[src/logic/renamePkg.sv]
`default_nettype none

package renamePkg;

    // ~~~~~~~~~~~~~~~~~~~~~~~~~~~~~~~~~~~~~~~~~~~~~~~~
    // architectural register file.
    // ~~~~~~~~~~~~~~~~~~~~~~~~~~~~~~~~~~~~~~~~~~~~~~~~

    localparam int RegNum = 32;
    localparam int NameW  = 5;
    localparam int DataW  = 32;

    // ~~~~~~~~~~~~~~~~~~~~~~~~~~~~~~~~~~~~~~~~~~~~~~~~
    // reorder buffer and tags.
    // ~~~~~~~~~~~~~~~~~~~~~~~~~~~~~~~~~~~~~~~~~~~~~~~~

    localparam int RobDepth = 8;
    localparam int RobIdxW  = 3;

    // tag is slot index plus one, zero means ready.
    localparam int NickW = 4;

    // ~~~~~~~~~~~~~~~~~~~~~~~~~~~~~~~~~~~~~~~~~~~~~~~~
    // fields passed through to dispatch.
    // ~~~~~~~~~~~~~~~~~~~~~~~~~~~~~~~~~~~~~~~~~~~~~~~~

    localparam int OpW   = 7;
    localparam int ImmW  = 32;
    localparam int AddrW = 32;

    // ~~~~~~~~~~~~~~~~~~~~~~~~~~~~~~~~~~~~~~~~~~~~~~~~
    // issue credits.
    // ~~~~~~~~~~~~~~~~~~~~~~~~~~~~~~~~~~~~~~~~~~~~~~~~

    localparam int CreditW = 4;

    // one credit per free slot.
    localparam logic [CreditW-1:0] FullCredit = CreditW'(RobDepth);

endpackage

`default_nettype wire

[src/logic/issueGate.sv]
`default_nettype none
`timescale 1ns/10ps

module issueGate (
    input  logic clk,
    input  logic rst,
    input  logic flush,
    input  logic issueValid,
    input  logic creditReturn,
    output logic issueReady,
    output logic issueTake
);

    logic [renamePkg::CreditW-1:0] credits;
    logic [renamePkg::CreditW-1:0] creditAdd;
    logic [renamePkg::CreditW-1:0] creditSub;

    assign issueReady = (credits != '0);

    // no issue is taken while the buffer is being emptied.
    assign issueTake = issueValid & issueReady & ~flush;

    assign creditAdd = {{(renamePkg::CreditW-1){1'b0}}, creditReturn};
    assign creditSub = {{(renamePkg::CreditW-1){1'b0}}, issueTake};

    always_ff @(posedge clk) begin
        if (rst) begin
            credits <= renamePkg::FullCredit;
        end else if (flush) begin
            credits <= renamePkg::FullCredit;
        end else begin
            // return and spend may land in the same cycle.
            credits <= credits + creditAdd - creditSub;
        end
    end

    // ~~~~~~~~~~~~~~~~~~~~~~~~~~~~~~~~~~~~~~~~~~~~~~~~
    // checks.
    // ~~~~~~~~~~~~~~~~~~~~~~~~~~~~~~~~~~~~~~~~~~~~~~~~

    // reorder buffer never returns more credits than were spent.
    creditBounded: assert property (
        @(posedge clk) disable iff (rst)
        credits <= renamePkg::FullCredit
    ) else $error("issueGate: credit counter out of range");

endmodule

`default_nettype wire

[src/logic/regFile.sv]
`default_nettype none
`timescale 1ns/10ps

module regFile (
    input  logic                         clk,
    input  logic                         rst,
    input  logic                         flush,

    input  logic                         issueTake,
    input  logic [renamePkg::NameW-1:0]  issueRd,
    input  logic [renamePkg::NameW-1:0]  issueRs1,
    input  logic [renamePkg::NameW-1:0]  issueRs2,
    input  logic [renamePkg::OpW-1:0]    issueOp,
    input  logic [renamePkg::ImmW-1:0]   issueImm,
    input  logic [renamePkg::AddrW-1:0]  issuePc,
    input  logic [renamePkg::NickW-1:0]  allocNick,

    input  logic                         commitValid,
    input  logic [renamePkg::NameW-1:0]  commitRd,
    input  logic [renamePkg::DataW-1:0]  commitData,
    input  logic [renamePkg::NickW-1:0]  commitNick,

    output logic                         dispatchValid,
    output logic [renamePkg::NameW-1:0]  dispatchRd,
    output logic [renamePkg::OpW-1:0]    dispatchOp,
    output logic [renamePkg::ImmW-1:0]   dispatchImm,
    output logic [renamePkg::AddrW-1:0]  dispatchPc,
    output logic [renamePkg::DataW-1:0]  dispatchRs1Data,
    output logic [renamePkg::NickW-1:0]  dispatchRs1Nick,
    output logic [renamePkg::DataW-1:0]  dispatchRs2Data,
    output logic [renamePkg::NickW-1:0]  dispatchRs2Nick
);

    logic [renamePkg::DataW-1:0] regData [renamePkg::RegNum];
    logic [renamePkg::NickW-1:0] regNick [renamePkg::RegNum];
    logic                        rs1Hit;
    logic                        rs2Hit;

    // source retires in this very cycle and its tag still matches.
    function automatic logic srcHit(input logic [renamePkg::NameW-1:0] name);
        srcHit = commitValid && (commitRd == name) && (name != '0)
                 && (regNick[name] == commitNick);
    endfunction

    assign rs1Hit = srcHit(issueRs1);
    assign rs2Hit = srcHit(issueRs2);

    // ~~~~~~~~~~~~~~~~~~~~~~~~~~~~~~~~~~~~~~~~~~~~~~~~
    // register and tag arrays.
    // ~~~~~~~~~~~~~~~~~~~~~~~~~~~~~~~~~~~~~~~~~~~~~~~~

    always_ff @(posedge clk) begin
        if (rst) begin
            for (int i = 0; i < renamePkg::RegNum; i++) begin
                regData[i] <= '0;
                regNick[i] <= '0;
            end
        end else begin
            // a commit during flush is still written.
            if (commitValid && (commitRd != '0)) begin
                regData[commitRd] <= commitData;
                if (regNick[commitRd] == commitNick)
                    regNick[commitRd] <= '0;
            end
            if (flush) begin
                for (int i = 0; i < renamePkg::RegNum; i++)
                    regNick[i] <= '0;
            end else if (issueTake && (issueRd != '0)) begin
                // wins over a same-cycle clear.
                regNick[issueRd] <= allocNick;
            end
        end
    end

    // ~~~~~~~~~~~~~~~~~~~~~~~~~~~~~~~~~~~~~~~~~~~~~~~~
    // dispatch register.
    // ~~~~~~~~~~~~~~~~~~~~~~~~~~~~~~~~~~~~~~~~~~~~~~~~

    always_ff @(posedge clk) begin
        if (rst)
            dispatchValid <= 1'b0;
        else
            dispatchValid <= issueTake;
    end

    always_ff @(posedge clk) begin
        if (issueTake) begin
            dispatchRd      <= issueRd;
            dispatchOp      <= issueOp;
            dispatchImm     <= issueImm;
            dispatchPc      <= issuePc;
            dispatchRs1Data <= rs1Hit ? commitData : regData[issueRs1];
            dispatchRs1Nick <= rs1Hit ? '0 : regNick[issueRs1];
            dispatchRs2Data <= rs2Hit ? commitData : regData[issueRs2];
            dispatchRs2Nick <= rs2Hit ? '0 : regNick[issueRs2];
        end
    end

    // x0 is neither renamed nor written by retirement.
    zeroRegFixed: assert property (
        @(posedge clk) disable iff (rst)
        (regData[0] == '0) && (regNick[0] == '0)
    ) else $error("regFile: x0 was modified");

endmodule

`default_nettype wire

[src/logic/reorderBuffer.sv]
`default_nettype none
`timescale 1ns/10ps

module reorderBuffer (
    input  logic                         clk,
    input  logic                         rst,
    input  logic                         flush,

    input  logic                         issueTake,
    input  logic [renamePkg::NameW-1:0]  issueRd,
    output logic [renamePkg::NickW-1:0]  allocNick,

    input  logic                         wbValid,
    input  logic [renamePkg::NickW-1:0]  wbNick,
    input  logic [renamePkg::DataW-1:0]  wbData,

    output logic                         commitValid,
    output logic [renamePkg::NameW-1:0]  commitRd,
    output logic [renamePkg::DataW-1:0]  commitData,
    output logic [renamePkg::NickW-1:0]  commitNick,

    output logic                         creditReturn
);

    logic [renamePkg::NameW-1:0]    slotRd   [renamePkg::RobDepth];
    logic [renamePkg::DataW-1:0]    slotData [renamePkg::RobDepth];
    logic [renamePkg::RobDepth-1:0] slotBusy;
    logic [renamePkg::RobDepth-1:0] slotDone;
    logic [renamePkg::RobIdxW-1:0]  head;
    logic [renamePkg::RobIdxW-1:0]  tail;
    logic [renamePkg::NickW-1:0]    wbSlot;
    logic [renamePkg::RobIdxW-1:0]  wbIdx;

    // ~~~~~~~~~~~~~~~~~~~~~~~~~~~~~~~~~~~~~~~~~~~~~~~~
    // tag <-> slot mapping.
    // ~~~~~~~~~~~~~~~~~~~~~~~~~~~~~~~~~~~~~~~~~~~~~~~~

    assign allocNick = {{(renamePkg::NickW-renamePkg::RobIdxW){1'b0}}, tail} + 1'b1;
    assign wbSlot    = wbNick - 1'b1;
    assign wbIdx     = wbSlot[renamePkg::RobIdxW-1:0];

    // head retires as soon as its result is in.
    assign commitValid = slotBusy[head] & slotDone[head];
    assign commitRd    = slotRd[head];
    assign commitData  = slotData[head];
    assign commitNick  = {{(renamePkg::NickW-renamePkg::RobIdxW){1'b0}}, head} + 1'b1;

    // ~~~~~~~~~~~~~~~~~~~~~~~~~~~~~~~~~~~~~~~~~~~~~~~~
    // pointers and slot state.
    // ~~~~~~~~~~~~~~~~~~~~~~~~~~~~~~~~~~~~~~~~~~~~~~~~

    always_ff @(posedge clk) begin
        if (rst) begin
            head         <= '0;
            tail         <= '0;
            slotBusy     <= '0;
            slotDone     <= '0;
            creditReturn <= 1'b0;
        end else begin
            // the gate refills on flush by itself.
            creditReturn <= commitValid & ~flush;
            if (wbValid)
                slotDone[wbIdx] <= 1'b1;
            if (issueTake)
                slotDone[tail] <= 1'b0;
            if (flush) begin
                head     <= '0;
                tail     <= '0;
                slotBusy <= '0;
            end else begin
                if (commitValid) begin
                    slotBusy[head] <= 1'b0;
                    head           <= head + 1'b1;
                end
                if (issueTake) begin
                    slotBusy[tail] <= 1'b1;
                    tail           <= tail + 1'b1;
                end
            end
        end
    end

    always_ff @(posedge clk) begin
        if (issueTake)
            slotRd[tail] <= issueRd;
        if (wbValid)
            slotData[wbIdx] <= wbData;
    end

    // execution units only answer tags that are still in flight.
    wbToLiveSlot: assert property (
        @(posedge clk) disable iff (rst)
        wbValid |-> (wbNick != '0) && slotBusy[wbIdx]
    ) else $error("reorderBuffer: writeback to empty slot");

endmodule

`default_nettype wire

[src/logic/renameCore.sv]
`default_nettype none
`timescale 1ns/10ps

module renameCore (
    input  logic                         clk,
    input  logic                         rst,
    input  logic                         flush,

    input  logic                         issueValid,
    input  logic [renamePkg::NameW-1:0]  issueRd,
    input  logic [renamePkg::NameW-1:0]  issueRs1,
    input  logic [renamePkg::NameW-1:0]  issueRs2,
    input  logic [renamePkg::OpW-1:0]    issueOp,
    input  logic [renamePkg::ImmW-1:0]   issueImm,
    input  logic [renamePkg::AddrW-1:0]  issuePc,
    output logic                         issueReady,

    output logic                         dispatchValid,
    output logic [renamePkg::NameW-1:0]  dispatchRd,
    output logic [renamePkg::OpW-1:0]    dispatchOp,
    output logic [renamePkg::ImmW-1:0]   dispatchImm,
    output logic [renamePkg::AddrW-1:0]  dispatchPc,
    output logic [renamePkg::DataW-1:0]  dispatchRs1Data,
    output logic [renamePkg::NickW-1:0]  dispatchRs1Nick,
    output logic [renamePkg::DataW-1:0]  dispatchRs2Data,
    output logic [renamePkg::NickW-1:0]  dispatchRs2Nick,

    input  logic                         wbValid,
    input  logic [renamePkg::NickW-1:0]  wbNick,
    input  logic [renamePkg::DataW-1:0]  wbData,

    output logic                         commitValid,
    output logic [renamePkg::NameW-1:0]  commitRd,
    output logic [renamePkg::DataW-1:0]  commitData,
    output logic [renamePkg::NickW-1:0]  commitNick
);

    logic                        issueTake;
    logic                        creditReturn;
    logic [renamePkg::NickW-1:0] allocNick;

    issueGate i_issueGate (
        .clk          (clk),
        .rst          (rst),
        .flush        (flush),
        .issueValid   (issueValid),
        .creditReturn (creditReturn),
        .issueReady   (issueReady),
        .issueTake    (issueTake)
    );

    regFile i_regFile (
        .clk             (clk),
        .rst             (rst),
        .flush           (flush),
        .issueTake       (issueTake),
        .issueRd         (issueRd),
        .issueRs1        (issueRs1),
        .issueRs2        (issueRs2),
        .issueOp         (issueOp),
        .issueImm        (issueImm),
        .issuePc         (issuePc),
        .allocNick       (allocNick),
        .commitValid     (commitValid),
        .commitRd        (commitRd),
        .commitData      (commitData),
        .commitNick      (commitNick),
        .dispatchValid   (dispatchValid),
        .dispatchRd      (dispatchRd),
        .dispatchOp      (dispatchOp),
        .dispatchImm     (dispatchImm),
        .dispatchPc      (dispatchPc),
        .dispatchRs1Data (dispatchRs1Data),
        .dispatchRs1Nick (dispatchRs1Nick),
        .dispatchRs2Data (dispatchRs2Data),
        .dispatchRs2Nick (dispatchRs2Nick)
    );

    reorderBuffer i_reorderBuffer (
        .clk          (clk),
        .rst          (rst),
        .flush        (flush),
        .issueTake    (issueTake),
        .issueRd      (issueRd),
        .allocNick    (allocNick),
        .wbValid      (wbValid),
        .wbNick       (wbNick),
        .wbData       (wbData),
        .commitValid  (commitValid),
        .commitRd     (commitRd),
        .commitData   (commitData),
        .commitNick   (commitNick),
        .creditReturn (creditReturn)
    );

endmodule

`default_nettype wire

[config.mk]
export PLATFORM = sky130hd
export DESIGN_NAME = renameCore
export DESIGN_NICKNAME = d
export VERILOG_FILES = /design/src/logic/renamePkg.sv /design/src/logic/issueGate.sv /design/src/logic/regFile.sv /design/src/logic/reorderBuffer.sv /design/src/logic/renameCore.sv
export SDC_FILE = /design/constraint.sdc
export NUM_CORES = 2
export LEC_CHECK = 0
export BUFFER_PORTS_ARGS = -buffer_cell sky130_fd_sc_hd__buf_2
export CORE_MARGIN = 2
export CORE_UTILIZATION = 55
export CTS_CLUSTER_DIAMETER = 200
export DETAILED_ROUTE_END_ITERATION = 6
export PLACE_DENSITY = 0.83
export SETUP_SLACK_MARGIN = 0.1
export SLEW_MARGIN = 30
export SYNTH_ARGS = -nofsm -noshare
export SYNTH_HDL_FRONTEND = slang
export SYNTH_SLANG_ARGS = --single-unit
[constraint.sdc]
create_clock -name clk -period 12.4 [get_ports clk]
set_input_delay 0.62 -clock clk [delete_from_list [all_inputs] [get_ports clk]]
set_output_delay 0.62 -clock clk [all_outputs]
set_load 0.02 [all_outputs]
==> flow_summary.json <==
{
  "outcome": "complete, but fails checks",
  "violations": "DRC",
  "setup_viol": 0,
  "finalHoldViolations": 0,
  "crit_fanout": 52,
  "pwr-share-clk_pct": 39.1,
  "finalSetupTns_ps": 0,
  "fin_area_sq_um": 88300,
  "async_flop_share_pct": 0,
  "crit_arrival_ps": 6150,
  "syn_to_final_growth_pct": 13.1,
  "nets": 5216,
  "worstRegToRegCells": 13,
  "grt_usage_pct": 32.9,
  "port_buffers": 317,
  "layout-drive-gt1-share_pct": 31.5,
  "whs_path_depth": 1,
  "skew_ps": 45.9,
  "synth_top_area_cell": "edfxtp_1",
  "dieHeight_um": 381,
  "cts_sinks": 1627,
  "grt_start_max_net_pins": 134,
  "synthDistinctLibCells": 58,
  "worst_pin_slew_ps": 1100,
  "fin_crit_ps": 5640,
  "dp_hpwl_mm": 132,
  "yosysWarnings": 0,
  "antenna_left": 0,
  "grt_setup_unrepaired": "false",
  "yosys-top-cells-count": "edfxtp_1, nor2_1, mux4_2, clkbuf_1, mux2i_1",
  "htree_levels": 4,
  "drc_errors": 10,
  "start_util_pct": 55.3,
  "seq_power_share_pct": 51.0,
  "synth_ff_type": "edfxtp_1",
  "required_ps": 12910,
  "die_w_um": 381,
  "yosysMostFrequentCell": "edfxtp_1",
  "critPathCaptureType": "register",
  "cts_resized": 0,
  "switching_power_mw": 2.98,
  "slew_headroom_pct": 26.5,
  "firstDrtPassIters": 7,
  "worstSetupPathType": "register to register",
  "syn_area_per_cell_sq_um": 16.3,
  "synth.area.mux_share_pct": 25.4,
  "cts-root-buf": "clkbuf_16",
  "grt_pass1_wl_mm": 344,
  "antenna_found_initial": 15,
  "swShare_pct": 23.9,
  "synth_compound_area_share_pct": 1.80,
  "grt_pass1_vias": 51800,
  "clk_pin_slew_ps": 60,
  "core_area_sq_um": 141000,
  "via_per_inst": 7.06,
  "critPathLaunchType": "register",
  "io_pins": 319,
  "cts_tree": "built",
  "netlist_area_sq_um": 78100,
  "power.leakage_nw": 31.2,
  "numCtsBuffers": 166,
  "place_congestion": 0.912,
  "drt_iter0_markers": 8484,
  "cap_violations": 0,
  "num_vias": 50100,
  "place_area_sq_um": 82300,
  "yosysTopAreaCellShare_pct": 61.3,
  "clock_latency_ps": 830,
  "yosys.area_share.simple_pct": 7.50,
  "synthCells": 4800,
  "max_freq_mhz": 177,
  "synth.area.top_cells": "edfxtp_1, mux4_2, nor2_1",
  "vdd_drop_max_mv": 0.116,
  "pwr-share-comb_pct": 9.9,
  "grt-ovfl-total": 0,
  "p_int_mw": 9.51,
  "cts_buffer_depth": 3,
  "ys_ff_latch": 1627,
  "synthAdderAreaFrac_pct": 0.154,
  "num_rows": 138,
  "die_area_sq_um": 145000,
  "drv_slew": 0,
  "drt_wl_total_mm": 239,
  "wl_per_cell_um": 33.6,
  "synth-xor-area-share_pct": 0.290,
  "synth-edff-count": 1596,
  "p_per_area_nw_per_um2": 141,
  "timing.final.crit_share_pct": 45.4,
  "hp-class": "input pin to register",
  "yosysSeqAreaShare_pct": 62.1,
  "synth_top_family_by_area": "multiplexers",
  "final_util_pct": 62.5
}
worst max-delay path: stages (launching register included):
cell and delay, ps:
dfxtp_4 600, buf_16 280, mux2i_1 230, mux4_4 640, buf_4 780, xor2_1 190, o2111ai_1 120, nor4_1 280
nand2_1 140, nor4_4 140, buf_4 310, buf_4 650, a211oi_1 170, a21oi_1 630
sequential cells by signal, summed over array words and instances (netlist names), 3 cells and up, named ones only:
signal / flops
i_reorderBuffer.head: 3
i_reorderBuffer.tail: 3
i_regFile.dispatchPc: 32
i_issueGate.credits: 4
i_regFile.dispatchRs2Data: 32
i_reorderBuffer.slotRd: 40
i_reorderBuffer.slotBusy: 8
i_reorderBuffer.slotDone: 8
i_regFile.dispatchRs1Data: 32
i_regFile.dispatchRd: 5
i_reorderBuffer.slotData: 256
i_regFile.dispatchImm: 32
i_regFile.regData: 1024
i_regFile.dispatchRs2Nick: 4
i_regFile.regNick: 128
i_regFile.dispatchRs1Nick: 4
i_regFile.dispatchOp: 7
cell type report:
| type | count | area, sq um |
|---|---|---|
| fill | 9455 | 52900 |
| sequential | 1627 | 48600 |
| inverter | 55 | 206 |
| tap | 1890 | 2360 |
| multi-input combinational | 2689 | 28200 |
| timing repair buffer | 541 | 3800 |
| clock buffer | 196 | 4330 |
| antenna | 4 | 10.0 |
| clock inverter | 96 | 826 |
routing by layer:
metal	track usage (%)	up-vias	share of wire, %
li1	-	19300	-
met1	40.4	24500	30
met2	51.0	4993	46
met3	9.81	1293	15
met4	21.5	18	7.8
met5	0	-	0.062
power by group through the flow:
| stage | sequential [mW] | combinational, mW | clock (mW) |
|---|---|---|---|
| 3_3_place_gp | 6.44 | 1.14 | 0 |
| 3_5_place_dp | 6.47 | 1.17 | 0 |
| 5_1_grt | 6.38 | 1.27 | 5.08 |
| 6_report | 6.36 | 1.24 | 4.88 |
| 2_1_floorplan | 6.48 | 0.729 | 0 |
| 4_1_cts | 6.36 | 1.20 | 4.89 |
through the flow:
step                setup WS [ps]  hold WS [ps]  total power [mW]  instances
floorplan                    3310           445              7.21       4835
global placement             6560           457              7.58       6720
detailed placement           6560           473              7.64       6726
CTS                          6600          4.40              12.5       7087
global route                 6500          2.26              12.7       7096
finish                       6760          35.5              12.5       7098
logic make-up after synthesis:
group | after synthesis
AOI/OAI and AO/OA | 195
xor gates and xnor gates | 25
adders and majority gates | 9
buffers and inverters | 519
DFF | 1627
muxes | 985
other | 1
and+or+nand+nor | 1439
repair_timing:
item,in CTS,in global routing
hold buffers,69,0
setup buffers,0,0
endpoints found under the hold margin,69,0
setup endpoints to repair,0,0
cells in the final DEF (no fill, tap or decap), types with 26 or more instances in the layout:
cell,instances
nand2b_2,31
dlygate4sd3_1,69
mux2i_1,152
mux2i_4,33
buf_2,307
conb_1,36
nand2_1,105
a211oi_1,34
edfxtp_1,1596
clkbuf_16,168
clkinv_1,49
dfxtp_1,28
inv_1,51
nor2_1,1139
and3_1,33
o31ai_2,28
a21oi_1,77
buf_4,138
nor2b_1,33
mux4_2,794
clkbuf_1,26
final timing paths:
| path | start | endpoint | slack (ps) |
|---|---|---|---|
| hold / removal | issueImm[11] | i_regFile.dispatchImm[11]$_DFFE_PP_ | 40 |
| setup reg to reg | register | i_regFile.dispatchRs2Data[6]$_DFFE_PP_ | 6760 |
| setup / recovery | register | i_regFile.dispatchRs2Data[6]$_DFFE_PP_ | 6760 |
| hold reg to reg | i_reorderBuffer.slotBusy[2]$_SDFF_PP0_ | i_reorderBuffer.slotBusy[2]$_SDFF_PP0_ | 480 |
Note: power is estimated with default switching activity, not from simulation.
